File: src/hw/chipset_pkg.sv
package chipset_pkg;

	// ------------------------------------------------------------
	// sizes and address map
	// ------------------------------------------------------------
	localparam int DATA_W = 16;	// one bus word
	localparam int ADDR_W = 16;	// cpu word address
	localparam int RAM_AW = 10;	// chip ram index
	localparam int RAM_WORDS = 1 << RAM_AW;	// 1k words
	localparam int REG_AW = 5;	// custom register index

	// top two address bits pick the region, 2 and 3 are unmapped
	localparam logic [1:0] REGION_RAM = 2'd0;
	localparam logic [1:0] REGION_REG = 2'd1;

	// custom register indexes
	localparam logic [REG_AW-1:0] REG_BLTSRC = 5'd0;	// copy source index
	localparam logic [REG_AW-1:0] REG_BLTDST = 5'd1;	// copy destination index
	localparam logic [REG_AW-1:0] REG_BLTLEN = 5'd2;	// word count, write starts copy
	localparam logic [REG_AW-1:0] REG_INTENA = 5'd3;
	localparam logic [REG_AW-1:0] REG_INTREQ = 5'd4;
	localparam logic [REG_AW-1:0] REG_STATUS = 5'd5;	// bit 0 copy busy

	// interrupt bits and levels
	localparam int INT_SOFT = 0;
	localparam int INT_BLIT = 1;
	localparam int INT_EXT = 2;
	localparam int INT_MASTER = 14;	// enable only
	localparam int INT_SETCLR = 15;	// 1 sets, 0 clears the written ones
	localparam logic [2:0] IPL_SOFT = 3'd1;
	localparam logic [2:0] IPL_BLIT = 3'd3;
	localparam logic [2:0] IPL_EXT = 3'd6;

	// bridge fsm states
	localparam logic [1:0] ST_IDLE = 2'd0;
	localparam logic [1:0] ST_RAM = 2'd1;	// waiting on the chip ram bus
	localparam logic [1:0] ST_RESP = 2'd2;

	typedef logic [DATA_W-1:0] word_t;

	// same cpu address seen as ram access or as register access
	typedef union packed {
		struct packed {
			logic [1:0] region;
			logic [ADDR_W-RAM_AW-3:0] pad;	// ram mirrors across these
			logic [RAM_AW-1:0] idx;
		} ram;
		struct packed {
			logic [1:0] region;
			logic [ADDR_W-REG_AW-3:0] pad;
			logic [REG_AW-1:0] idx;
		} regs;
	} cpu_addr_u;

endpackage

File: src/hw/reg_bus_if.sv
`timescale 1ns/1ps

// custom register strobe, bridge to the register peers
interface reg_bus_if import chipset_pkg::*; ();

	logic re;	// one cycle strobes
	logic we;
	logic [REG_AW-1:0] idx;
	word_t wdata;
	word_t rdata;	// merged read data seen by the bridge
	word_t rdata_dma;	// copy engine share, zero when not its index
	word_t rdata_int;	// interrupt controller share

	modport bridge (output re, we, idx, wdata, input rdata);
	modport peer_dma (input re, we, idx, wdata, output rdata_dma);
	modport peer_int (input re, we, idx, wdata, output rdata_int);

endinterface

File: src/hw/int_ctrl.sv
`timescale 1ns/1ps

module int_ctrl import chipset_pkg::*; (
	input logic clk,
	input logic reset,
	reg_bus_if.peer_int regs,
	input logic blit_done_i,
	input logic ext_int_i,
	output logic [2:0] ipl_o
);

	word_t intena_q;
	word_t intreq_q;
	word_t hw_set;	// request bits raised by hardware
	word_t active;
	logic ext_q;

	// amiga style write, bit 15 picks set or clear
	function automatic word_t set_clr(input word_t cur, input word_t wr);
		word_t nxt;
		if (wr[INT_SETCLR])
			nxt = cur | wr;
		else
			nxt = cur & ~wr;
		nxt[INT_SETCLR] = 1'b0;	// never stored
		return nxt;
	endfunction

	always_comb begin
		hw_set = '0;
		hw_set[INT_BLIT] = blit_done_i;
		hw_set[INT_EXT] = ext_int_i & ~ext_q;	// rising edge only
	end

	always_ff @(posedge clk) begin
		if (reset) begin
			intena_q <= '0;
			intreq_q <= '0;
			ext_q <= 1'b0;
		end else begin
			ext_q <= ext_int_i;
			if (regs.we && regs.idx == REG_INTENA)
				intena_q <= set_clr(intena_q, regs.wdata);
			// hardware set wins over a clear in the same cycle
			if (regs.we && regs.idx == REG_INTREQ)
				intreq_q <= set_clr(intreq_q, regs.wdata) | hw_set;
			else
				intreq_q <= intreq_q | hw_set;
		end
	end

	// ------------------------------------------------------------
	// priority encoder, highest level wins
	// ------------------------------------------------------------
	assign active = intreq_q & intena_q;

	always_comb begin
		ipl_o = 3'd0;
		if (intena_q[INT_MASTER]) begin
			if (active[INT_EXT])
				ipl_o = IPL_EXT;
			else if (active[INT_BLIT])
				ipl_o = IPL_BLIT;
			else if (active[INT_SOFT])
				ipl_o = IPL_SOFT;
		end
	end

	assign regs.rdata_int = !regs.re ? '0 :
		(regs.idx == REG_INTENA) ? intena_q :
		(regs.idx == REG_INTREQ) ? intreq_q : '0;

endmodule

File: src/flat_wrapper.sv
// flat-port wrapper written by rule: the top's interface ports become plain ports
module int_ctrl_flat import chipset_pkg::*;
  (clk, reset, blit_done_i, ext_int_i, ipl_o, regs_re, regs_we, regs_idx, regs_wdata, regs_rdata_int);
  reg_bus_if regs_i ();
  input logic clk;
  input logic reset;
  input logic blit_done_i;
  input logic ext_int_i;
  output logic [2:0] ipl_o;
  input wire logic [$bits(regs_i.re)-1:0] regs_re;
  input wire logic [$bits(regs_i.we)-1:0] regs_we;
  input wire logic [$bits(regs_i.idx)-1:0] regs_idx;
  input wire logic [$bits(regs_i.wdata)-1:0] regs_wdata;
  output wire logic [$bits(regs_i.rdata_int)-1:0] regs_rdata_int;
  assign regs_i.re = regs_re;
  assign regs_i.we = regs_we;
  assign regs_i.idx = regs_idx;
  assign regs_i.wdata = regs_wdata;
  assign regs_rdata_int = regs_i.rdata_int;
  int_ctrl u_core (.clk(clk), .reset(reset), .regs(regs_i), .blit_done_i(blit_done_i), .ext_int_i(ext_int_i), .ipl_o(ipl_o));
endmodule
File: config.mk
export PLATFORM = sky130hd
export DESIGN_NAME = int_ctrl_flat
export DESIGN_NICKNAME = d
export VERILOG_FILES = /design/src/hw/chipset_pkg.sv /design/src/hw/reg_bus_if.sv /design/src/hw/int_ctrl.sv /design/src/flat_wrapper.sv
export SDC_FILE = /design/constraint.sdc
export NUM_CORES = 1
export LEC_CHECK = 0
export BUFFER_PORTS_ARGS = -buffer_cell sky130_fd_sc_hd__buf_2
export CAP_MARGIN = 20
export CORE_MARGIN = 10
export CORE_UTILIZATION = 51
export DETAILED_ROUTE_END_ITERATION = 7
export HOLD_SLACK_MARGIN = 0.06
export PLACE_DENSITY = 0.89
export SLEW_MARGIN = 0
export SYNTH_ARGS = -nofsm -noshare
export SYNTH_HDL_FRONTEND = slang
export SYNTH_SLANG_ARGS = --single-unit
File: constraint.sdc
create_clock -name clk -period 1.5 [get_ports clk]
set_input_delay 0.225 -clock clk [delete_from_list [all_inputs] [get_ports clk]]
set_output_delay 0.225 -clock clk [all_outputs]
set_load 0.005 [all_outputs]
==> flow_metrics.py <==
metrics = {
    "outcome": {
        "status": "finished, final reports clean",
    },
    "route": {
        "drt-vias-per-instance": 5.36,
        "postRouteAntennaNets": 0,
        "drc": 0,
        "via_count": 1383,
        "routed_wl_um": 3930,
        "first_iter_violations": 86,
        "wl_per_cell_um": 15.2,
        "dr.pass1.iters": 4,
    },
    "placed_design": {
        "port_buffers": 44,
        "gp_congestion": 0.745,
        "dp_hpwl_um": 2840,
    },
    "synthesis": {
        "synth_cell_types": 25,
        "ys_seq_elements": 31,
        "synth.yosys.warnings": 0,
        "seq_area_frac_synth_pct": 38.2,
        "synth.area.top_cells": "dfxtp_1 38%, mux2i_1 17%, nand2b_1 11%",
        "syn_inst": 172,
        "syn_area_per_cell_um2": 9.46,
        "netlist_area_mm2": 0.00163,
        "synth.top_cell.area_share_pct": 38.2,
        "yosysTopAreaCell": "dfxtp_1",
        "syn-num-nets": 199,
    },
    "worst_setup_path": {
        "rr_endpoint": "u_core.intreq_q[2]",
        "worst_path_most_repeated_cell": "buf_2",
        "crit_path_cell_trace": "buf_2 > nor3b_4 > and3_1 > buf_12 > a22o_1 > buf_2",
        "reg2reg_from": "u_core.ext_q",
        "max_stage_delay_ns": 0.23,
        "reg2reg_depth": 3,
        "endpoint": "regs_rdata_int[8]",
        "critical_path_arrival_ns": 1.19,
        "path_max_fanout": 15,
        "start_kind": "input pin",
        "end_kind": "output pin",
        "cp-startpoint": "regs_idx[2]",
        "reg2reg_slack_ns": 0.66,
        "cp.required_ns": 1.27,
        "path_class": "in2out",
        "worst_path_max_delay_cell": "a22o_1",
    },
    "clock_network": {
        "h-tree-depth": 2,
        "root_buffer": "clkbuf_4",
        "cts.path.max_buffers": 2,
        "clk_latency_ns": 0.33,
        "cts_buffers": 5,
        "clk_pin_slew_worst_paths_ns": 0.09,
        "cts_setup_buffers": 0,
        "tritoncts": "done",
        "postCtsHoldBufs": 0,
        "cts_resized": 0,
        "clock_sinks": 31,
    },
    "sta": {
        "hold_viol_final": 0,
        "fmax_mhz": 707,
        "grt_setup_unrepaired": "false",
        "setup_tns_ns": 0,
        "finalCritPeriodShare_pct": 94.3,
        "fin_crit_ns": 1.41,
        "fin_skew_ns": 0.00119,
        "drv_slew": 0,
        "setup_viol": 0,
    },
    "global_routing": {
        "grt_pass1_wl_um": 6460,
        "antenna_found_initial": 0,
        "grt_start_max_net_pins": 33,
        "first_global_vias": 1369,
        "grt_use_total_pct": 13.1,
        "grt_overflow": 0,
    },
    "floorplan": {
        "start_util_pct": 53.3,
        "dieWidth_um": 76.5,
        "die_h_um": 76.5,
        "die_area_mm2": 0.00585,
        "ios": 46,
        "coreArea_mm2": 0.00305,
        "std_cell_rows": 20,
    },
    "layout": {
        "antennaDiodeCount": 0,
        "fillers": 266,
        "area_growth_pct": 19.6,
        "drive_gt1_share_pct": 28.5,
        "final_util_pct": 63.7,
        "final_nets": 240,
    },
    "power_and_ir_drop": {
        "power_leakage_uw": 0.000961,
        "vdd_ir_drop_max_uv": 392,
        "p_per_area_mw_per_mm2": 790,
        "total_power_uw": 1540,
    },
    "hold_path": {
        "min_path_type": "in2reg",
    },
    "job": {
        "maxCapViolations": 0,
    },
}
## metal layers
| metal | part of all wire (%) | vias to the layer above | track usage [%] |
|---|---|---|---|
| met5 | 0 | - | 0 |
| met4 | 1.5 | 0 | 4.09 |
| met3 | 3.9 | 7 | 4.95 |
| met2 | 49 | 28 | 21.3 |
| met1 | 46 | 659 | 15.4 |
| li1 | - | 689 | - |
## per-stage QoR
step,cell area [um2],hold WS [ns],worst slack (ns),std cells
finish,1950,0.126,0.0851,258
global route,1950,0.144,0.0436,258
CTS,1950,0.127,0.0919,258
detailed placement,1880,0.467,0.0949,250
global placement,1880,0.457,0.102,250
floorplan,1630,0.353,0.177,172
## logic make-up after synthesis
group           after synthesis  share of synthesized area (%)
compound gates               20                           10.4
simple gates                 75                           27.3
other cells                   1                          0.231
flops                        31                           38.2
buf+inv                      17                           6.69
mux                          28                           17.2
## placed cells by master (no fill, tap or decap), types with 4 or more instances in the layout
master	n
a22o_1	15
nand3_1	28
nand2_1	4
dfxtp_1	31
buf_4	5
nand2b_1	29
buf_2	44
mux2i_1	28
clkbuf_4	5
## how the worst min path moves through the flow
stage               from           end  cells past startpoint
2_1_floorplan  ext_int_i  u_core.ext_q                      1
3_3_place_gp   ext_int_i  u_core.ext_q                      2
3_5_place_dp   ext_int_i  u_core.ext_q                      2
5_1_grt        ext_int_i  u_core.ext_q                      2
6_report       ext_int_i  u_core.ext_q                      2
4_1_cts        ext_int_i  u_core.ext_q                      2
## where the power goes
group          leakage, uW  total, uW  internal, uW  switching (uW)
Sequential        0.000251        838           831            6.59
Combinational     0.000672        143          67.5            75.9
Clock            0.0000386        556           276             280
Total             0.000961       1540          1170             363
## final cells by class
class | count | area [um2] | area share [%]
Clock buffer | 8 | 68.8 | 3.54
Multi-Input combinational cell | 124 | 903 | 46.4
Tap cell | 44 | 55.1 | 2.83
Timing Repair Buffer | 51 | 298 | 15.3
Sequential cell | 31 | 621 | 31.9
## synthesized netlist by cell type, drive strengths merged
master	count
nand3	28
and3	4
a211oi	1
dfxtp	31
mux2i	28
nor3b	2
buf	14
nand2	4
a21boi	1
and4	1
clkbuf	3
nor2b	2
and3b	1
nor3	1
conb	1
nand2b	29
a21oi	1
nor2	3
a311oi	2
a22o	15
## worst max-delay path: cells and delay by family
kind / cells / cell delay [ns]
AO/OA/AOI/OAI: 1 / 0.23
buffers and inverters: 3 / 0.38
AND/OR/NAND/NOR: 2 / 0.34
Power figures use the tool's default switching activity.
