<file path="config.mk">
export PLATFORM = sky130hd
export DESIGN_NAME = bus_arbiter_flat
export DESIGN_NICKNAME = d
export VERILOG_FILES = /design/src/hw/chipset_pkg.sv /design/src/hw/mem_bus_if.sv /design/src/hw/bus_arbiter.sv /design/src/flat_wrapper.sv
export SDC_FILE = /design/constraint.sdc
export NUM_CORES = 1
export LEC_CHECK = 0
export BUFFER_PORTS_ARGS = -buffer_cell sky130_fd_sc_hd__buf_2
export CAP_MARGIN = 20
export CORE_AREA = 2 2 54 56
export DETAILED_ROUTE_END_ITERATION = 8
export DIE_AREA = 0 0 56 58
export PLACE_DENSITY = 0.87
export SYNTH_ARGS = -nofsm -noshare
export SYNTH_HDL_FRONTEND = slang
export SYNTH_SLANG_ARGS = --single-unit
</file>
<file path="constraint.sdc">
create_clock -name clk -period 2.4 [get_ports clk]
set_input_delay 0 -clock clk [delete_from_list [all_inputs] [get_ports clk]]
set_output_delay 0 -clock clk [all_outputs]
set_load 0.02 [all_outputs]
</file>
<file path="src/hw/chipset_pkg.sv">
package chipset_pkg;

	// ------------------------------------------------------------
	// sizes and address map
	// ------------------------------------------------------------
	localparam int DATA_W = 16;	// one bus word
	localparam int ADDR_W = 16;	// cpu word address
	localparam int RAM_AW = 10;	// chip ram index
	localparam int RAM_WORDS = 1 << RAM_AW;	// 1k words
	localparam int REG_AW = 5;	// custom register index

	// top two address bits pick the region, 2 and 3 are unmapped
	localparam logic [1:0] REGION_RAM = 2'd0;
	localparam logic [1:0] REGION_REG = 2'd1;

	// custom register indexes
	localparam logic [REG_AW-1:0] REG_BLTSRC = 5'd0;	// copy source index
	localparam logic [REG_AW-1:0] REG_BLTDST = 5'd1;	// copy destination index
	localparam logic [REG_AW-1:0] REG_BLTLEN = 5'd2;	// word count, write starts copy
	localparam logic [REG_AW-1:0] REG_INTENA = 5'd3;
	localparam logic [REG_AW-1:0] REG_INTREQ = 5'd4;
	localparam logic [REG_AW-1:0] REG_STATUS = 5'd5;	// bit 0 copy busy

	// interrupt bits and levels
	localparam int INT_SOFT = 0;
	localparam int INT_BLIT = 1;
	localparam int INT_EXT = 2;
	localparam int INT_MASTER = 14;	// enable only
	localparam int INT_SETCLR = 15;	// 1 sets, 0 clears the written ones
	localparam logic [2:0] IPL_SOFT = 3'd1;
	localparam logic [2:0] IPL_BLIT = 3'd3;
	localparam logic [2:0] IPL_EXT = 3'd6;

	// bridge fsm states
	localparam logic [1:0] ST_IDLE = 2'd0;
	localparam logic [1:0] ST_RAM = 2'd1;	// waiting on the chip ram bus
	localparam logic [1:0] ST_RESP = 2'd2;

	typedef logic [DATA_W-1:0] word_t;

	// same cpu address seen as ram access or as register access
	typedef union packed {
		struct packed {
			logic [1:0] region;
			logic [ADDR_W-RAM_AW-3:0] pad;	// ram mirrors across these
			logic [RAM_AW-1:0] idx;
		} ram;
		struct packed {
			logic [1:0] region;
			logic [ADDR_W-REG_AW-3:0] pad;
			logic [REG_AW-1:0] idx;
		} regs;
	} cpu_addr_u;

endpackage

</file>
<file path="src/hw/mem_bus_if.sv">
`timescale 1ns/1ps

// one master's path to chip ram
interface mem_bus_if import chipset_pkg::*; ();

	logic req_valid;
	logic req_ready;	// grant, combinational
	logic req_we;
	logic [RAM_AW-1:0] req_addr;
	word_t req_wdata;
	logic rsp_valid;	// one cycle after a granted read
	word_t rsp_rdata;

	modport master (
		output req_valid, req_we, req_addr, req_wdata,
		input req_ready, rsp_valid, rsp_rdata
	);

	modport arbiter (
		input req_valid, req_we, req_addr, req_wdata,
		output req_ready, rsp_valid, rsp_rdata
	);

endinterface

</file>
<file path="src/hw/bus_arbiter.sv">
`timescale 1ns/1ps

module bus_arbiter import chipset_pkg::*; (
	input logic clk,
	input logic reset,
	mem_bus_if.arbiter cpu_m,
	mem_bus_if.arbiter dma_m,
	output logic ram_we_o,
	output logic [RAM_AW-1:0] ram_addr_o,
	output word_t ram_wdata_o,
	input word_t ram_rdata_i
);

	logic cpu_gnt;
	logic dma_gnt;
	logic last_dma_q;	// dma won the last granted cycle
	logic rd_pend_q;	// read data arrives from ram this cycle
	logic rd_dma_q;	// owner of that read

	// ------------------------------------------------------------
	// grant, dma first but alternate under contention
	// ------------------------------------------------------------
	assign dma_gnt = dma_m.req_valid & (~cpu_m.req_valid | ~last_dma_q);
	assign cpu_gnt = cpu_m.req_valid & ~dma_gnt;

	assign cpu_m.req_ready = cpu_gnt;
	assign dma_m.req_ready = dma_gnt;

	// ram port mux
	assign ram_we_o = dma_gnt ? dma_m.req_we : (cpu_gnt & cpu_m.req_we);
	assign ram_addr_o = dma_gnt ? dma_m.req_addr : cpu_m.req_addr;
	assign ram_wdata_o = dma_gnt ? dma_m.req_wdata : cpu_m.req_wdata;

	always_ff @(posedge clk) begin
		if (reset) begin
			last_dma_q <= 1'b0;
			rd_pend_q <= 1'b0;
			rd_dma_q <= 1'b0;
		end else begin
			if (cpu_gnt || dma_gnt)
				last_dma_q <= dma_gnt;	// idle cycles keep the history
			rd_pend_q <= (cpu_gnt & ~cpu_m.req_we) | (dma_gnt & ~dma_m.req_we);
			rd_dma_q <= dma_gnt;
		end
	end

	// ------------------------------------------------------------
	// read response routing
	// ------------------------------------------------------------
	assign cpu_m.rsp_valid = rd_pend_q & ~rd_dma_q;
	assign dma_m.rsp_valid = rd_pend_q & rd_dma_q;
	assign cpu_m.rsp_rdata = ram_rdata_i;	// qualified by rsp_valid
	assign dma_m.rsp_rdata = ram_rdata_i;

endmodule

</file>
<file path="src/flat_wrapper.sv">
// flat-port wrapper written by rule: the top's interface ports become plain ports
module bus_arbiter_flat import chipset_pkg::*;
  (clk, reset, ram_we_o, ram_addr_o, ram_wdata_o, ram_rdata_i, cpu_m_req_valid, cpu_m_req_we, cpu_m_req_addr, cpu_m_req_wdata, cpu_m_req_ready, cpu_m_rsp_valid, cpu_m_rsp_rdata, dma_m_req_valid, dma_m_req_we, dma_m_req_addr, dma_m_req_wdata, dma_m_req_ready, dma_m_rsp_valid, dma_m_rsp_rdata);
  mem_bus_if cpu_m_i ();
  mem_bus_if dma_m_i ();
  input logic clk;
  input logic reset;
  output logic ram_we_o;
  output logic [RAM_AW-1:0] ram_addr_o;
  output word_t ram_wdata_o;
  input word_t ram_rdata_i;
  input wire logic [$bits(cpu_m_i.req_valid)-1:0] cpu_m_req_valid;
  input wire logic [$bits(cpu_m_i.req_we)-1:0] cpu_m_req_we;
  input wire logic [$bits(cpu_m_i.req_addr)-1:0] cpu_m_req_addr;
  input wire logic [$bits(cpu_m_i.req_wdata)-1:0] cpu_m_req_wdata;
  output wire logic [$bits(cpu_m_i.req_ready)-1:0] cpu_m_req_ready;
  output wire logic [$bits(cpu_m_i.rsp_valid)-1:0] cpu_m_rsp_valid;
  output wire logic [$bits(cpu_m_i.rsp_rdata)-1:0] cpu_m_rsp_rdata;
  input wire logic [$bits(dma_m_i.req_valid)-1:0] dma_m_req_valid;
  input wire logic [$bits(dma_m_i.req_we)-1:0] dma_m_req_we;
  input wire logic [$bits(dma_m_i.req_addr)-1:0] dma_m_req_addr;
  input wire logic [$bits(dma_m_i.req_wdata)-1:0] dma_m_req_wdata;
  output wire logic [$bits(dma_m_i.req_ready)-1:0] dma_m_req_ready;
  output wire logic [$bits(dma_m_i.rsp_valid)-1:0] dma_m_rsp_valid;
  output wire logic [$bits(dma_m_i.rsp_rdata)-1:0] dma_m_rsp_rdata;
  assign cpu_m_i.req_valid = cpu_m_req_valid;
  assign cpu_m_i.req_we = cpu_m_req_we;
  assign cpu_m_i.req_addr = cpu_m_req_addr;
  assign cpu_m_i.req_wdata = cpu_m_req_wdata;
  assign cpu_m_req_ready = cpu_m_i.req_ready;
  assign cpu_m_rsp_valid = cpu_m_i.rsp_valid;
  assign cpu_m_rsp_rdata = cpu_m_i.rsp_rdata;
  assign dma_m_i.req_valid = dma_m_req_valid;
  assign dma_m_i.req_we = dma_m_req_we;
  assign dma_m_i.req_addr = dma_m_req_addr;
  assign dma_m_i.req_wdata = dma_m_req_wdata;
  assign dma_m_req_ready = dma_m_i.req_ready;
  assign dma_m_rsp_valid = dma_m_i.rsp_valid;
  assign dma_m_rsp_rdata = dma_m_i.rsp_rdata;
  bus_arbiter u_core (.clk(clk), .reset(reset), .cpu_m(cpu_m_i), .dma_m(dma_m_i), .ram_we_o(ram_we_o), .ram_addr_o(ram_addr_o), .ram_wdata_o(ram_wdata_o), .ram_rdata_i(ram_rdata_i));
endmodule
</file>
==> flow_summary.toml <==
[sta]
hold_violations = 0
timing.hold.ws_ps = 0.01131
relSlewSlack = 0.6710
tightest_slew_ps = 490.7
setup_viol = 0
rsz0062_at_grt = "false"
drv_slew = 0
setup_tns_ps = 0
period_share = 0.7238
fmax_ghz = 0.5757
clock-skew-final_ps = 2.957
fin_crit_ps = 1737

[worst_setup_path]
cp-startpoint = "u_core.last_dma_q"
cp-start-kind = "register"
end_kind = "primary output"
cp_max_fo = 22
crit_arrival_ps = 1740
ff2ff_path_depth = 3
r2r_end = "u_core.rd_pend_q"
worstPathRequired_ps = 2400
r2r-start = "u_core.last_dma_q"
critical_path_class = "reg -> out"
r2r_setup_slack_ps = 1220

[detailed_routing]
vias = 713
postRouteAntennaNets = 0
drt-total-wl_um = 2278
drt_iter0_markers = 27
wl_met2_um = 1100
firstDrtPassIters = 3
wl_met1_um = 859
met3WireLength_um = 309
routed.top_layer = "met4"
wire_per_inst_um = 13.72
drt-vias-per-instance = 4.295
drcViolationCount = 0

[global_route]
grt_pass1_wl_um = 3374
gr-total-overflow = 0
grt_max_degree = 23
grt_pass1_vias = 727
grt_usage = 0.1314
antenna_found_initial = 0

[power]
power_density_mw_per_mm2 = 377.6
ir_drop_uv = 174.0
power.leakage_uw = 0.0005413

[layout]
multiInputGateArea_um2 = 381.6
fillers = 283
seq_area_um2 = 60.06
drive_above_1_share = 0.8815
layout.nets = 210
final_cell_mix = "buf_2, mux2_2, clkbuf_4, dfxtp_1"
syn_to_final_growth_pct = 36.54
final_common_cell = "buf_2"
diodes = 0

[synthesis]
synth_top_area_cell = "mux2_2"
ys_seq_area_frac = 0.08392
synth_top_area_share = 0.3776
synthesis.nets = 150
syn_area_um2 = 715.7
ys_ff_latch = 3
synthCells = 76
synth_area_leaders = "mux2_2, buf_4, dfxtp_1, buf_6, mux2_4"
syn_area_per_cell_um2 = 9.417
ys_types = 12
yosys_warnings = 0

[hold_path]
min-delay-start = "ram_rdata_i[4]"
min_path_cells = 0
hold-path-endpoint = "cpu_m_rsp_rdata[4]"
hold_path.class = "in -> out"

[die]
die_area_mm2 = 0.003248
placementRows = 19
die_height_um = 58
initial_utilization = 0.2688
ios = 137
core-area_mm2 = 0.002663
die_w_um = 56

[clock_network]
cts_num_sinks = 3
clk_path_buf_depth = 2
clock_latency_ps = 240
post_cts_resized = 0
htreeDepth = 1
path_clk_slew_ps = 40
tritoncts = "yes"
numCtsBuffers = 3
cts-root-buf = "clkbuf_4"

[placement]
port_buffers = 88
place_congestion = 0.7990

[run_status]
run_status = "finished, final reports clean"

[run]
maxCapViolCount = 0
==> Yosys cell counts, drive strengths merged <==
| cell type | n |
|---|---|
| mux2 | 26 |
| and2 | 2 |
| nor2b | 2 |
| a32o | 2 |
| buf | 35 |
| nor2 | 2 |
| a21oi | 1 |
| a21boi | 1 |
| dfxtp | 3 |
| nand2b | 2 |
==> worst max-delay path, stage by stage, from the launching register on <==
cell and delay [ps]:
dfxtp_1 320, a21boi_2 420, buf_12 240, mux2_2 350, buf_2 160
==> cell type report <==
type,count,area share
Multi-Input combinational cell,38,0.3905
Timing Repair Buffer,90,0.4814
Tap cell,31,0.03969
Sequential cell,3,0.06146
Clock buffer,4,0.02689
==> flip-flops by register name, summed over array words and instances (netlist names) <==
signal             count
u_core.last_dma_q      1
u_core.rd_pend_q       1
u_core.rd_dma_q        1
==> repair_timing <==
action,CTS,global route
hold buffers,1,0
hold endpoints to repair,2,0
setup buffers,0,0
==> layer usage <==
metal	track usage	up-vias
met5	0	-
met4	0.04762	0
met3	0.05804	4
met2	0.2168	54
met1	0.1516	310
li1	-	345
==> power breakdown <==
group	internal (uW)	leakage, uW	switching, uW
Combinational	110	0.000501	113
Sequential	53.6	0.0000249	1.86
Clock	62.4	0.0000150	28.3
==> kinds of logic after synthesis <==
kind of cell,Yosys count,synth area share
AND/OR/NAND/NOR,8,0.06293
AO/OA/AOI/OAI,4,0.05069
buffers and inverters,35,0.3829
multiplexers,26,0.4196
flip-flops,3,0.08392
==> through the flow <==
stage / setup WS [ps] / instances / utilization / area (um2) / power (uW)
finish: 662.9 / 166 / 0.3670 / 977.2 / 369.0
global route: 579.9 / 166 / 0.3670 / 977.2 / 397.0
CTS: 636.9 / 166 / 0.3670 / 977.2 / 378.4
detailed placement: 903.3 / 161 / 0.3534 / 940.9 / 279.2
global placement: 941.3 / 161 / 0.3534 / 940.9 / 278.0
floorplan: 1313 / 76 / - / 715.7 / 265.5
==> worst max path at each step <==
stage,endpoint,cells past startpoint
after global routing,ram_wdata_o[15],4
after floorplan,ram_addr_o[3],3
final,ram_wdata_o[14],4
after CTS,ram_wdata_o[15],4
after detailed placement,ram_wdata_o[15],4
after global placement,ram_wdata_o[9],4
Note: power is estimated with default switching activity, not from simulation.
