**src/hw/chipset_pkg.sv**
```systemverilog
package chipset_pkg;

	// ------------------------------------------------------------
	// sizes and address map
	// ------------------------------------------------------------
	localparam int DATA_W = 16;	// one bus word
	localparam int ADDR_W = 16;	// cpu word address
	localparam int RAM_AW = 10;	// chip ram index
	localparam int RAM_WORDS = 1 << RAM_AW;	// 1k words
	localparam int REG_AW = 5;	// custom register index

	// top two address bits pick the region, 2 and 3 are unmapped
	localparam logic [1:0] REGION_RAM = 2'd0;
	localparam logic [1:0] REGION_REG = 2'd1;

	// custom register indexes
	localparam logic [REG_AW-1:0] REG_BLTSRC = 5'd0;	// copy source index
	localparam logic [REG_AW-1:0] REG_BLTDST = 5'd1;	// copy destination index
	localparam logic [REG_AW-1:0] REG_BLTLEN = 5'd2;	// word count, write starts copy
	localparam logic [REG_AW-1:0] REG_INTENA = 5'd3;
	localparam logic [REG_AW-1:0] REG_INTREQ = 5'd4;
	localparam logic [REG_AW-1:0] REG_STATUS = 5'd5;	// bit 0 copy busy

	// interrupt bits and levels
	localparam int INT_SOFT = 0;
	localparam int INT_BLIT = 1;
	localparam int INT_EXT = 2;
	localparam int INT_MASTER = 14;	// enable only
	localparam int INT_SETCLR = 15;	// 1 sets, 0 clears the written ones
	localparam logic [2:0] IPL_SOFT = 3'd1;
	localparam logic [2:0] IPL_BLIT = 3'd3;
	localparam logic [2:0] IPL_EXT = 3'd6;

	// bridge fsm states
	localparam logic [1:0] ST_IDLE = 2'd0;
	localparam logic [1:0] ST_RAM = 2'd1;	// waiting on the chip ram bus
	localparam logic [1:0] ST_RESP = 2'd2;

	typedef logic [DATA_W-1:0] word_t;

	// same cpu address seen as ram access or as register access
	typedef union packed {
		struct packed {
			logic [1:0] region;
			logic [ADDR_W-RAM_AW-3:0] pad;	// ram mirrors across these
			logic [RAM_AW-1:0] idx;
		} ram;
		struct packed {
			logic [1:0] region;
			logic [ADDR_W-REG_AW-3:0] pad;
			logic [REG_AW-1:0] idx;
		} regs;
	} cpu_addr_u;

endpackage

```
**src/hw/mem_bus_if.sv**
```systemverilog
`timescale 1ns/1ps

// one master's path to chip ram
interface mem_bus_if import chipset_pkg::*; ();

	logic req_valid;
	logic req_ready;	// grant, combinational
	logic req_we;
	logic [RAM_AW-1:0] req_addr;
	word_t req_wdata;
	logic rsp_valid;	// one cycle after a granted read
	word_t rsp_rdata;

	modport master (
		output req_valid, req_we, req_addr, req_wdata,
		input req_ready, rsp_valid, rsp_rdata
	);

	modport arbiter (
		input req_valid, req_we, req_addr, req_wdata,
		output req_ready, rsp_valid, rsp_rdata
	);

endinterface

```
**src/hw/reg_bus_if.sv**
```systemverilog
`timescale 1ns/1ps

// custom register strobe, bridge to the register peers
interface reg_bus_if import chipset_pkg::*; ();

	logic re;	// one cycle strobes
	logic we;
	logic [REG_AW-1:0] idx;
	word_t wdata;
	word_t rdata;	// merged read data seen by the bridge
	word_t rdata_dma;	// copy engine share, zero when not its index
	word_t rdata_int;	// interrupt controller share

	modport bridge (output re, we, idx, wdata, input rdata);
	modport peer_dma (input re, we, idx, wdata, output rdata_dma);
	modport peer_int (input re, we, idx, wdata, output rdata_int);

endinterface

```
**src/hw/cpu_bridge.sv**
```systemverilog
`timescale 1ns/1ps

module cpu_bridge import chipset_pkg::*; (
	input logic clk,
	input logic reset,
	input logic cpu_valid_i,
	input logic cpu_we_i,
	input logic [ADDR_W-1:0] cpu_addr_i,
	input word_t cpu_wdata_i,
	output logic cpu_ready_o,
	output logic cpu_rsp_valid_o,
	output word_t cpu_rdata_o,
	mem_bus_if.master mem,
	reg_bus_if.bridge regs
);

	logic [1:0] state_q;
	logic sent_q;	// ram read issued, data pending
	logic we_q;
	cpu_addr_u addr_in;
	cpu_addr_u addr_q;
	word_t wdata_q;
	word_t rdata_q;	// ram read data held for the response
	logic accept;
	logic is_ram;
	logic is_reg;

	assign addr_in = cpu_addr_i;
	assign cpu_ready_o = state_q == ST_IDLE;	// one request outstanding
	assign accept = cpu_valid_i & cpu_ready_o;

	// decode of the latched address
	assign is_ram = addr_q.ram.region == REGION_RAM;
	assign is_reg = addr_q.regs.region == REGION_REG;

	// ------------------------------------------------------------
	// chip ram request
	// ------------------------------------------------------------
	assign mem.req_valid = (state_q == ST_RAM) & ~sent_q;
	assign mem.req_we = we_q;
	assign mem.req_addr = addr_q.ram.idx;	// pad bits dropped
	assign mem.req_wdata = wdata_q;

	// register strobe in the response cycle
	assign regs.re = (state_q == ST_RESP) & is_reg & ~we_q;
	assign regs.we = (state_q == ST_RESP) & is_reg & we_q;
	assign regs.idx = addr_q.regs.idx;
	assign regs.wdata = wdata_q;

	assign cpu_rsp_valid_o = state_q == ST_RESP;

	always_comb begin
		cpu_rdata_o = '0;	// writes and unmapped space answer zero
		if (state_q == ST_RESP && !we_q) begin
			if (is_ram)
				cpu_rdata_o = rdata_q;
			else if (is_reg)
				cpu_rdata_o = regs.rdata;	// combinational from the peers
		end
	end

	// ------------------------------------------------------------
	// fsm
	// ------------------------------------------------------------
	always_ff @(posedge clk) begin
		if (reset) begin
			state_q <= ST_IDLE;
			sent_q <= 1'b0;
		end else begin
			case (state_q)
				ST_IDLE: begin
					if (accept)
						state_q <= (addr_in.ram.region == REGION_RAM) ? ST_RAM : ST_RESP;
				end
				ST_RAM: begin
					if (mem.req_valid && mem.req_ready) begin
						if (we_q)
							state_q <= ST_RESP;	// writes done on grant
						else
							sent_q <= 1'b1;
					end
					if (mem.rsp_valid) begin
						sent_q <= 1'b0;
						state_q <= ST_RESP;
					end
				end
				default: state_q <= ST_IDLE;	// response lasts one cycle
			endcase
		end
	end

	// request and read data holding
	always_ff @(posedge clk) begin
		if (accept) begin
			addr_q <= addr_in;
			we_q <= cpu_we_i;
			wdata_q <= cpu_wdata_i;
		end
		if (mem.rsp_valid)
			rdata_q <= mem.rsp_rdata;
	end

endmodule

```
**src/flat_wrapper.sv**
```systemverilog
// flat-port wrapper written by rule: the top's interface ports become plain ports
module cpu_bridge_flat import chipset_pkg::*;
  (clk, reset, cpu_valid_i, cpu_we_i, cpu_addr_i, cpu_wdata_i, cpu_ready_o, cpu_rsp_valid_o, cpu_rdata_o, mem_req_valid, mem_req_we, mem_req_addr, mem_req_wdata, mem_req_ready, mem_rsp_valid, mem_rsp_rdata, regs_re, regs_we, regs_idx, regs_wdata, regs_rdata);
  mem_bus_if mem_i ();
  reg_bus_if regs_i ();
  input logic clk;
  input logic reset;
  input logic cpu_valid_i;
  input logic cpu_we_i;
  input logic [ADDR_W-1:0] cpu_addr_i;
  input word_t cpu_wdata_i;
  output logic cpu_ready_o;
  output logic cpu_rsp_valid_o;
  output word_t cpu_rdata_o;
  output wire logic [$bits(mem_i.req_valid)-1:0] mem_req_valid;
  output wire logic [$bits(mem_i.req_we)-1:0] mem_req_we;
  output wire logic [$bits(mem_i.req_addr)-1:0] mem_req_addr;
  output wire logic [$bits(mem_i.req_wdata)-1:0] mem_req_wdata;
  input wire logic [$bits(mem_i.req_ready)-1:0] mem_req_ready;
  input wire logic [$bits(mem_i.rsp_valid)-1:0] mem_rsp_valid;
  input wire logic [$bits(mem_i.rsp_rdata)-1:0] mem_rsp_rdata;
  output wire logic [$bits(regs_i.re)-1:0] regs_re;
  output wire logic [$bits(regs_i.we)-1:0] regs_we;
  output wire logic [$bits(regs_i.idx)-1:0] regs_idx;
  output wire logic [$bits(regs_i.wdata)-1:0] regs_wdata;
  input wire logic [$bits(regs_i.rdata)-1:0] regs_rdata;
  assign mem_req_valid = mem_i.req_valid;
  assign mem_req_we = mem_i.req_we;
  assign mem_req_addr = mem_i.req_addr;
  assign mem_req_wdata = mem_i.req_wdata;
  assign mem_i.req_ready = mem_req_ready;
  assign mem_i.rsp_valid = mem_rsp_valid;
  assign mem_i.rsp_rdata = mem_rsp_rdata;
  assign regs_re = regs_i.re;
  assign regs_we = regs_i.we;
  assign regs_idx = regs_i.idx;
  assign regs_wdata = regs_i.wdata;
  assign regs_i.rdata = regs_rdata;
  cpu_bridge u_core (.clk(clk), .reset(reset), .cpu_valid_i(cpu_valid_i), .cpu_we_i(cpu_we_i), .cpu_addr_i(cpu_addr_i), .cpu_wdata_i(cpu_wdata_i), .cpu_ready_o(cpu_ready_o), .cpu_rsp_valid_o(cpu_rsp_valid_o), .cpu_rdata_o(cpu_rdata_o), .mem(mem_i), .regs(regs_i));
endmodule
```
**config.mk**
```make
export PLATFORM = sky130hd
export DESIGN_NAME = cpu_bridge_flat
export DESIGN_NICKNAME = d
export VERILOG_FILES = /design/src/hw/chipset_pkg.sv /design/src/hw/mem_bus_if.sv /design/src/hw/reg_bus_if.sv /design/src/hw/cpu_bridge.sv /design/src/flat_wrapper.sv
export SDC_FILE = /design/constraint.sdc
export NUM_CORES = 1
export LEC_CHECK = 0
export BUFFER_PORTS_ARGS = -buffer_cell sky130_fd_sc_hd__buf_2
export CORE_UTILIZATION = 44
export DETAILED_ROUTE_END_ITERATION = 10
export HOLD_SLACK_MARGIN = 0.03
export PLACE_DENSITY = 0.9
export SYNTH_ARGS = -nofsm -noshare
export SYNTH_HDL_FRONTEND = slang
export SYNTH_SLANG_ARGS = --single-unit
```
**constraint.sdc**
```tcl
create_clock -name clk -period 2.4 [get_ports clk]
set_input_delay 0.72 -clock clk [delete_from_list [all_inputs] [get_ports clk]]
set_output_delay 0.72 -clock clk [all_outputs]
set_load 0.03 [all_outputs]
```
==> summary.md, run 1 <==
| Metric | Value |
|---|---|
| Port buffer count | 134 |
| Initial antenna violation count | 0 |
| Post-synthesis sequential area ratio | 69.7% |
| Vias post-DR | 1353 |
| Sw power | 0.484 mW |
| Synth top area share | 66.7% |
| Worst-path fanout max | 17 |
| Max Root-Sink Buffers | 2 |
| Unrepaired setup endpoints after global routing | yes |
| Die Area | 4880 um2 |
| Total Power | 1.98 mW |
| Post-CTS setup buffer count | 0 |
| Reg2reg setup slack | 1.01 ns |
| Clk slew on worst S/H paths | 0.08 ns |
| Io pins | 139 |
| Dpl hpwl | 3.27 mm |
| Total track usage | 16.0% |
| Pwr dens | 744 nW/um2 |
| Layout cells sized above 1 | 59.1% |
| Min-delay src | u_core.sent_q |
| # H-tree levels | 2 |
| Share of flip-flops with an asynchronous set or reset | 0% |
| Logic pwr share | 15.9% |
| Chip height | 69.9 um |
| WL/cell | 13.9 um |
| Slew Limit Fails | 0 |
| Data required, critical path | 1.68 ns |
| Synth area leader | edfxtp_1 |
| Largest net degree at the start of global routing | 28 |
| Fin crit period | 2.32 ns |
| Diodes inserted | 0 |
| Number of global-route vias before repair | 1234 |
| Post-synthesis cell type count | 20 |
| P_leak | 1.27 nW |
| Endpoint class of the critical path | output pin |
| DR DRC count | 0 |
| Post-synth EDFFs | 45 |
| Global-route wire length before repair | 5.91 mm |
| R2R Path End | u_core.mem.req_wdata[12] |
| Hold Vio Cnt, Final | 0 |
| Remaining Overflow, GRT | 0 |
| Placement-stage cell area | 2510 um2 |
| Hold_buf cts | 0 |
| Core Area | 4380 um2 |
| Post-layout util | 60.8% |
| Post-Route WL | 4.15 mm |
| Mapped Cells | 139 |
| # Max-Cap Violations | 0 |
| 1st-iter DRT viols | 62 |
| Routed Antenna Nets | 0 |
| Cells on worst reg2reg path | 3 |
| Final nets | 317 |
| Ys Warns | 0 |
| Critical path type | flip-flop to output pin |
| Total iterations of the first detailed-routing run | 4 |
| Final setup violating endpoints | 0 |
| Status | complete, no violations |
| Max frequency | 0.431 GHz |
| Synth top area cells | edfxtp_1 (67%), buf_4 (11%), mux2i_1 (7.9%), nor2_1 (3.9%), dfxtp_1 (3.0%) |
| Synthesized cell area | 2030 um2 |
| Top-count cell post-synth | edfxtp_1 |
| Worst slew pin tran | 0.393 ns |
| Setup Skew | 0.00440 ns |
| Worst setup SP type | flip-flop |
| Fin area | 2670 um2 |
| Worst min path class | flip-flop to flip-flop |
| Flop pwr share | 50.8% |
| Sw Share | 24.4% |
| Main synth FF type | edfxtp_1 |
| Post-synth top cells | edfxtp_1 (45), buf_4 (31), nor2_1 (21) |
| Pint | 1.50 mW |
| FP Rows | 24 |
| Syn_nets | 209 |
| Seq cells post-synth | 48 |
| RR Startpoint | u_core.state_q[1] |
| Syn Area/Cell | 14.6 um2 |
| # clock sinks | 48 |
| Initial Util | 46.2% |
| Layout area overhead | 31.6% |
| Fin Setup TNS | 0 ns |
| Clk_lat worst skew | 0.29 ns |
| Peak VDD IR | 0.528 mV |
| GP Congestion | 0.692 |
| Worst hold endpoint | u_core.sent_q |
| Clk pwr share | 33.3% |
| CTS Buf Count | 5 |
| CTS tree | done |
| Clock root buffer | clkbuf_8 |
| Worst hold path cell count | 2 |
| Crit path arrival time | 1.60 ns |
| Vias per cell | 4.53 |
| Period Utilization, post-route | 96.7% |
| Die width | 69.9 um |
| Slew HR | 73.8% |
repair_timing:
| action | CTS | global route |
|---|---|---|
| endpoints found under the setup margin | 17 | 13 |
| gates resized for setup | 1 | 15 |
| pin swaps | 0 | 0 |
metal layers:
| layer | track usage [%] | vias up | wire length [um] |
|---|---|---|---|
| met3 | 2.74 | 6 | 110 |
| met4 | 7.33 | 0 | 61 |
| li1 | - | 672 | - |
| met5 | 0 | - | 0 |
| met1 | 17.8 | 636 | 1610 |
| met2 | 29.6 | 39 | 2370 |
per-stage QoR:
stage	worst slack, ns	std cells	hold slack (ns)
5_1_grt	-0.0184	299	0.579
2_1_floorplan	0.0392	139	0.525
3_5_place_dp	0.202	292	0.580
6_report	0.0791	299	0.581
4_1_cts	0.0597	299	0.586
3_3_place_gp	0.226	292	0.545
worst max-delay path: stages (launching register included):
cell and delay (ns):
dfxtp_1 0.35, nand2b_1 0.18, or3_4 0.44, nor2_1 0.13
buf_2 0.20
power by group through the flow:
stage	Sequential, mW	Combinational (mW)	Clock, mW
after floorplan	1.06	0.195	0
after global placement	1.02	0.306	0
after detailed placement	1.03	0.314	0
after CTS	1.01	0.316	0.676
after global routing	1.01	0.331	0.705
final	1.01	0.315	0.661
placed cells by master (no fill, tap or decap), types with 3 or more instances in the layout:
cell,netlist,routed
nand2b_1,3,3
buf_2,2,127
mux2i_1,16,16
nor2_1,21,20
clkbuf_8,0,5
buf_4,31,8
inv_1,4,4
edfxtp_1,45,45
cells by family after synthesis:
group,share of synthesized area [%]
simple gates,6.80
flops,69.7
compound gates,1.79
buf+inv,13.8
mux,7.91
registers in the layout, summed over array words and instances (netlist names):
register	flops
u_core.rdata_q	16
u_core.addr_q	12
u_core.mem.req_wdata	16
u_core.state_q	2
u_core.sent_q	1
u_core.mem.req_we	1
worst max-delay path by stage:
stage,start,to,slack (ns),depth (start not counted)
final,u_core.state_q[0],cpu_rdata_o[8],0.08,4
after global routing,u_core.state_q[0],cpu_rdata_o[6],-0.02,4
after CTS,u_core.state_q[0],cpu_rdata_o[8],0.06,4
after detailed placement,u_core.state_q[0],cpu_rdata_o[8],0.20,4
after global placement,u_core.state_q[0],regs_re,0.23,4
after floorplan,u_core.mem.req_we,cpu_rdata_o[10],0.04,4
area by class of cell:
type                       instances  area, um2
sequential                        48       1410
clock buffer                       5       68.8
tap                               52       65.1
timing repair buffer             136        703
clock inverter                     2       60.1
fill                             375       1720
multi-input combinational         52        342
inverter                           4       15.0
Power figures use the tool's default switching activity.
==> inputs of run 2 (changes only) <==
==> constraint.sdc (replaced) <==
create_clock -name clk -period 2.4 [get_ports clk]
set_input_delay 0.72 -clock clk [delete_from_list [all_inputs] [get_ports clk]]
set_output_delay 0.72 -clock clk [all_outputs]
set_load 0.05 [all_outputs]
==> run 2 against run 1 <==
  * Register-to-register slack better by 0.04 ns
  * Sequential power is essentially flat
  * Non-clock buffer count is 3 higher
  * Combinational power rose by 40%
  * Critical path depth is the same
  * Setup slack lost 0.032 ns
  * Die area stayed put
  * Via count grew 4.1%
  * Sequential cell count is the same
  * First-iteration DRC count increased by 29%
  * Routed wire length grew 4.7%
  * Clock-buffer cell count did not move
  * Critical path type unchanged
  * Critical endpoint is now cpu_rdata_o[13]
  * Largest cell class unchanged
==> summary.md, run 2 (synthesis results as in run 1) <==
| Metric | Value |
|---|---|
| Status | complete, no violations (unchanged) |
| Critical path type | flip-flop to output pin (unchanged) |
| Max stage delay on crit path | 0.43 ns (was 0.44 ns) |
| 1st-iter DRT viols | 80 (was 62) |
| Slew HR | 74.4% (was 73.8%) |
| Peak VDD IR | 0.507 mV (was 0.528 mV) |
| Layout area overhead | 41.0% (was 31.6%) |
| Remaining Overflow, GRT | 0 (unchanged) |
| Number of global-route vias before repair | 1439 (was 1234) |
| Commonest non-fill, non-tap cell in the layout | buf_2 (unchanged) |
| Placement-stage cell area | 2640 um2 (was 2510 um2) |
| Final std cells w/o fill | 304 (was 299) |
| Global-route wire length before repair | 6.57 mm (was 5.91 mm) |
| Initial Util | 46.2% (unchanged) |
| CTS tree | done (unchanged) |
| Most frequent cells in the layout | buf_2 (117), edfxtp_1 (45), mux2i_1 (16) (was buf_2 (127), edfxtp_1 (45), nor2_1 (20)) |
| CP cell instances | or3_4 > buf_12 > nor2_4 > buf_4 (was nand2b_1 > or3_4 > nor2_1 > buf_2) |
| Total track usage | 18.0% (was 16.0%) |
| Die width | 69.9 um (unchanged) |
| Min-delay src | u_core.sent_q (unchanged) |
| Worst setup SP type | flip-flop (unchanged) |
| Pwr dens | 670 nW/um2 (was 744 nW/um2) |
| Final worst slack | 0.0470 ns (was 0.0791 ns) |
| Worst min path class | flip-flop to flip-flop (unchanged) |
| FP Rows | 24 (unchanged) |
| Final setup violating endpoints | 0 (unchanged) |
| Final nets | 320 (was 317) |
| Worst-path fanout max | 17 (unchanged) |
| Place WS | 0.210 ns (was 0.202 ns) |
| Die Area | 4880 um2 (unchanged) |
| Post-Route WL | 4.35 mm (was 4.15 mm) |
| WL/cell | 14.3 um (was 13.9 um) |
| Data required, critical path | 1.68 ns (about the same) |
| # Max-Cap Violations | 0 (unchanged) |
| Slowest CP cell | edfxtp_1 (was or3_4) |
| Period Utilization, post-route | 98.0% (was 96.7%) |
| Layout cells sized above 1 | 66.9% (was 59.1%) |
| Worst Setup SP | u_core.mem.req_we (was u_core.state_q[0]) |
| Hold Vio Cnt, Final | 0 (unchanged) |
| CTS Buf Count | 5 (unchanged) |
| Clock root buffer | clkbuf_8 (unchanged) |
| Routed Antenna Nets | 0 (unchanged) |
| Chip height | 69.9 um (unchanged) |
| Top delay family on crit path | simple AND/OR/NAND/NOR gates (unchanged) |
| DR DRC count | 0 (unchanged) |
| Max Root-Sink Buffers | 2 (unchanged) |
| Fin crit period | 2.35 ns (was 2.32 ns) |
| Endpoint class of the critical path | output pin (unchanged) |
| Max frequency | 0.425 GHz (was 0.431 GHz) |
| Initial antenna violation count | 0 (unchanged) |
| Vias post-DR | 1409 (was 1353) |
| Slew Limit Fails | 0 (unchanged) |
| Vias per cell | 4.63 (was 4.53) |
| Core Area | 4380 um2 (unchanged) |
| RR Startpoint | u_core.state_q[1] (unchanged) |
| Fin Setup TNS | 0 ns (unchanged) |
| # H-tree levels | 2 (unchanged) |
| Unrepaired setup endpoints after global routing | yes (unchanged) |
| Fin area | 2860 um2 (was 2670 um2) |
| Worst slew pin tran | 0.383 ns (was 0.393 ns) |
| Dpl hpwl | 3.28 mm (was 3.27 mm) |
| # clock sinks | 48 (unchanged) |
| Crit path arrival time | 1.63 ns (was 1.60 ns) |
| Setup Skew | 0.00641 ns (was 0.00440 ns) |
| Dpl cells | 294 (was 292) |
| Io pins | 139 (unchanged) |
| Largest net degree at the start of global routing | 30 (was 28) |
| Total iterations of the first detailed-routing run | 4 (unchanged) |
| Worst path bufs/invs | 2 (was 1) |
| Port buffer count | 134 (unchanged) |
| Clk slew on worst S/H paths | 0.08 ns (about the same) |
| P_leak | 1.27 nW (about the same) |
| Clk_lat worst skew | 0.30 ns (was 0.29 ns) |
| GP Congestion | 0.693 (was 0.692) |
==> run 2: cell types whose count changed in the layout (fill, tap and decap cells not counted), sizes merged <==
cell	before	now
buf	135	139
clkinv	0	1
bufinv	2	0
clkbuf	6	5
diode	0	1
clkinvlp	0	2
==> run 2: repair_timing <==
action                     CTS  global route
hold buffers                 0             0
gates resized for setup     29            11
setup endpoints to repair   16            16
buffers inserted             0             1
==> run 2: per-layer routing <==
metal / GRT usage [%] / vias to the layer above / share of wire (%)
met5: 0 / - / 0
met4: 7.33 / 0 / 1.9
met3: 6.64 / 8 / 6.5
met2: 31.6 / 60 / 56
met1: 19.6 / 660 / 36
li1: - / 681 / -
==> run 2: tightest hold or removal path, delay by kind of cell, from the launching register on <==
family         cells  cell delay (ns)
AO/OA/AOI/OAI      2             0.21
flip-flops         1             0.34
==> run 2: through the flow <==
stage                     power [mW]  util [%]  hold slack, ns
after global routing            1.99      65.1           0.564
after CTS                       1.93      64.0           0.576
final                           1.91      65.1           0.583
after detailed placement        1.45      60.1           0.562
after floorplan                 1.36         -           0.525
after global placement          1.44      60.1           0.539
==> run 2: report_power, final <==
group / internal (mW) / total, mW / switching [mW]
Clock: 0.201 / 0.465 / 0.264
Combinational: 0.118 / 0.440 / 0.321
Sequential: 0.984 / 1.01 / 0.0232
==> run 2: worst paths after layout <==
path / to / slack (ns) / cells after the start
hold reg to reg: u_core.sent_q / 0.58 / 2
setup reg to reg: u_core.mem.req_wdata[12] / 1.05 / 3
hold / removal: u_core.sent_q / 0.58 / 2
setup / recovery: cpu_rdata_o[13] / 0.05 / 4
==> run 2: layout make-up <==
| class | count | area, um2 |
|---|---|---|
| Sequential cell | 48 | 1410 |
| Fill cell | 352 | 1530 |
| Timing Repair Buffer | 139 | 821 |
| Multi-Input combinational cell | 52 | 450 |
| Antenna cell | 1 | 2.50 |
| Tap cell | 52 | 65.1 |
| Inverter | 4 | 15.0 |
| Clock inverter | 3 | 18.8 |
| Clock buffer | 5 | 68.8 |
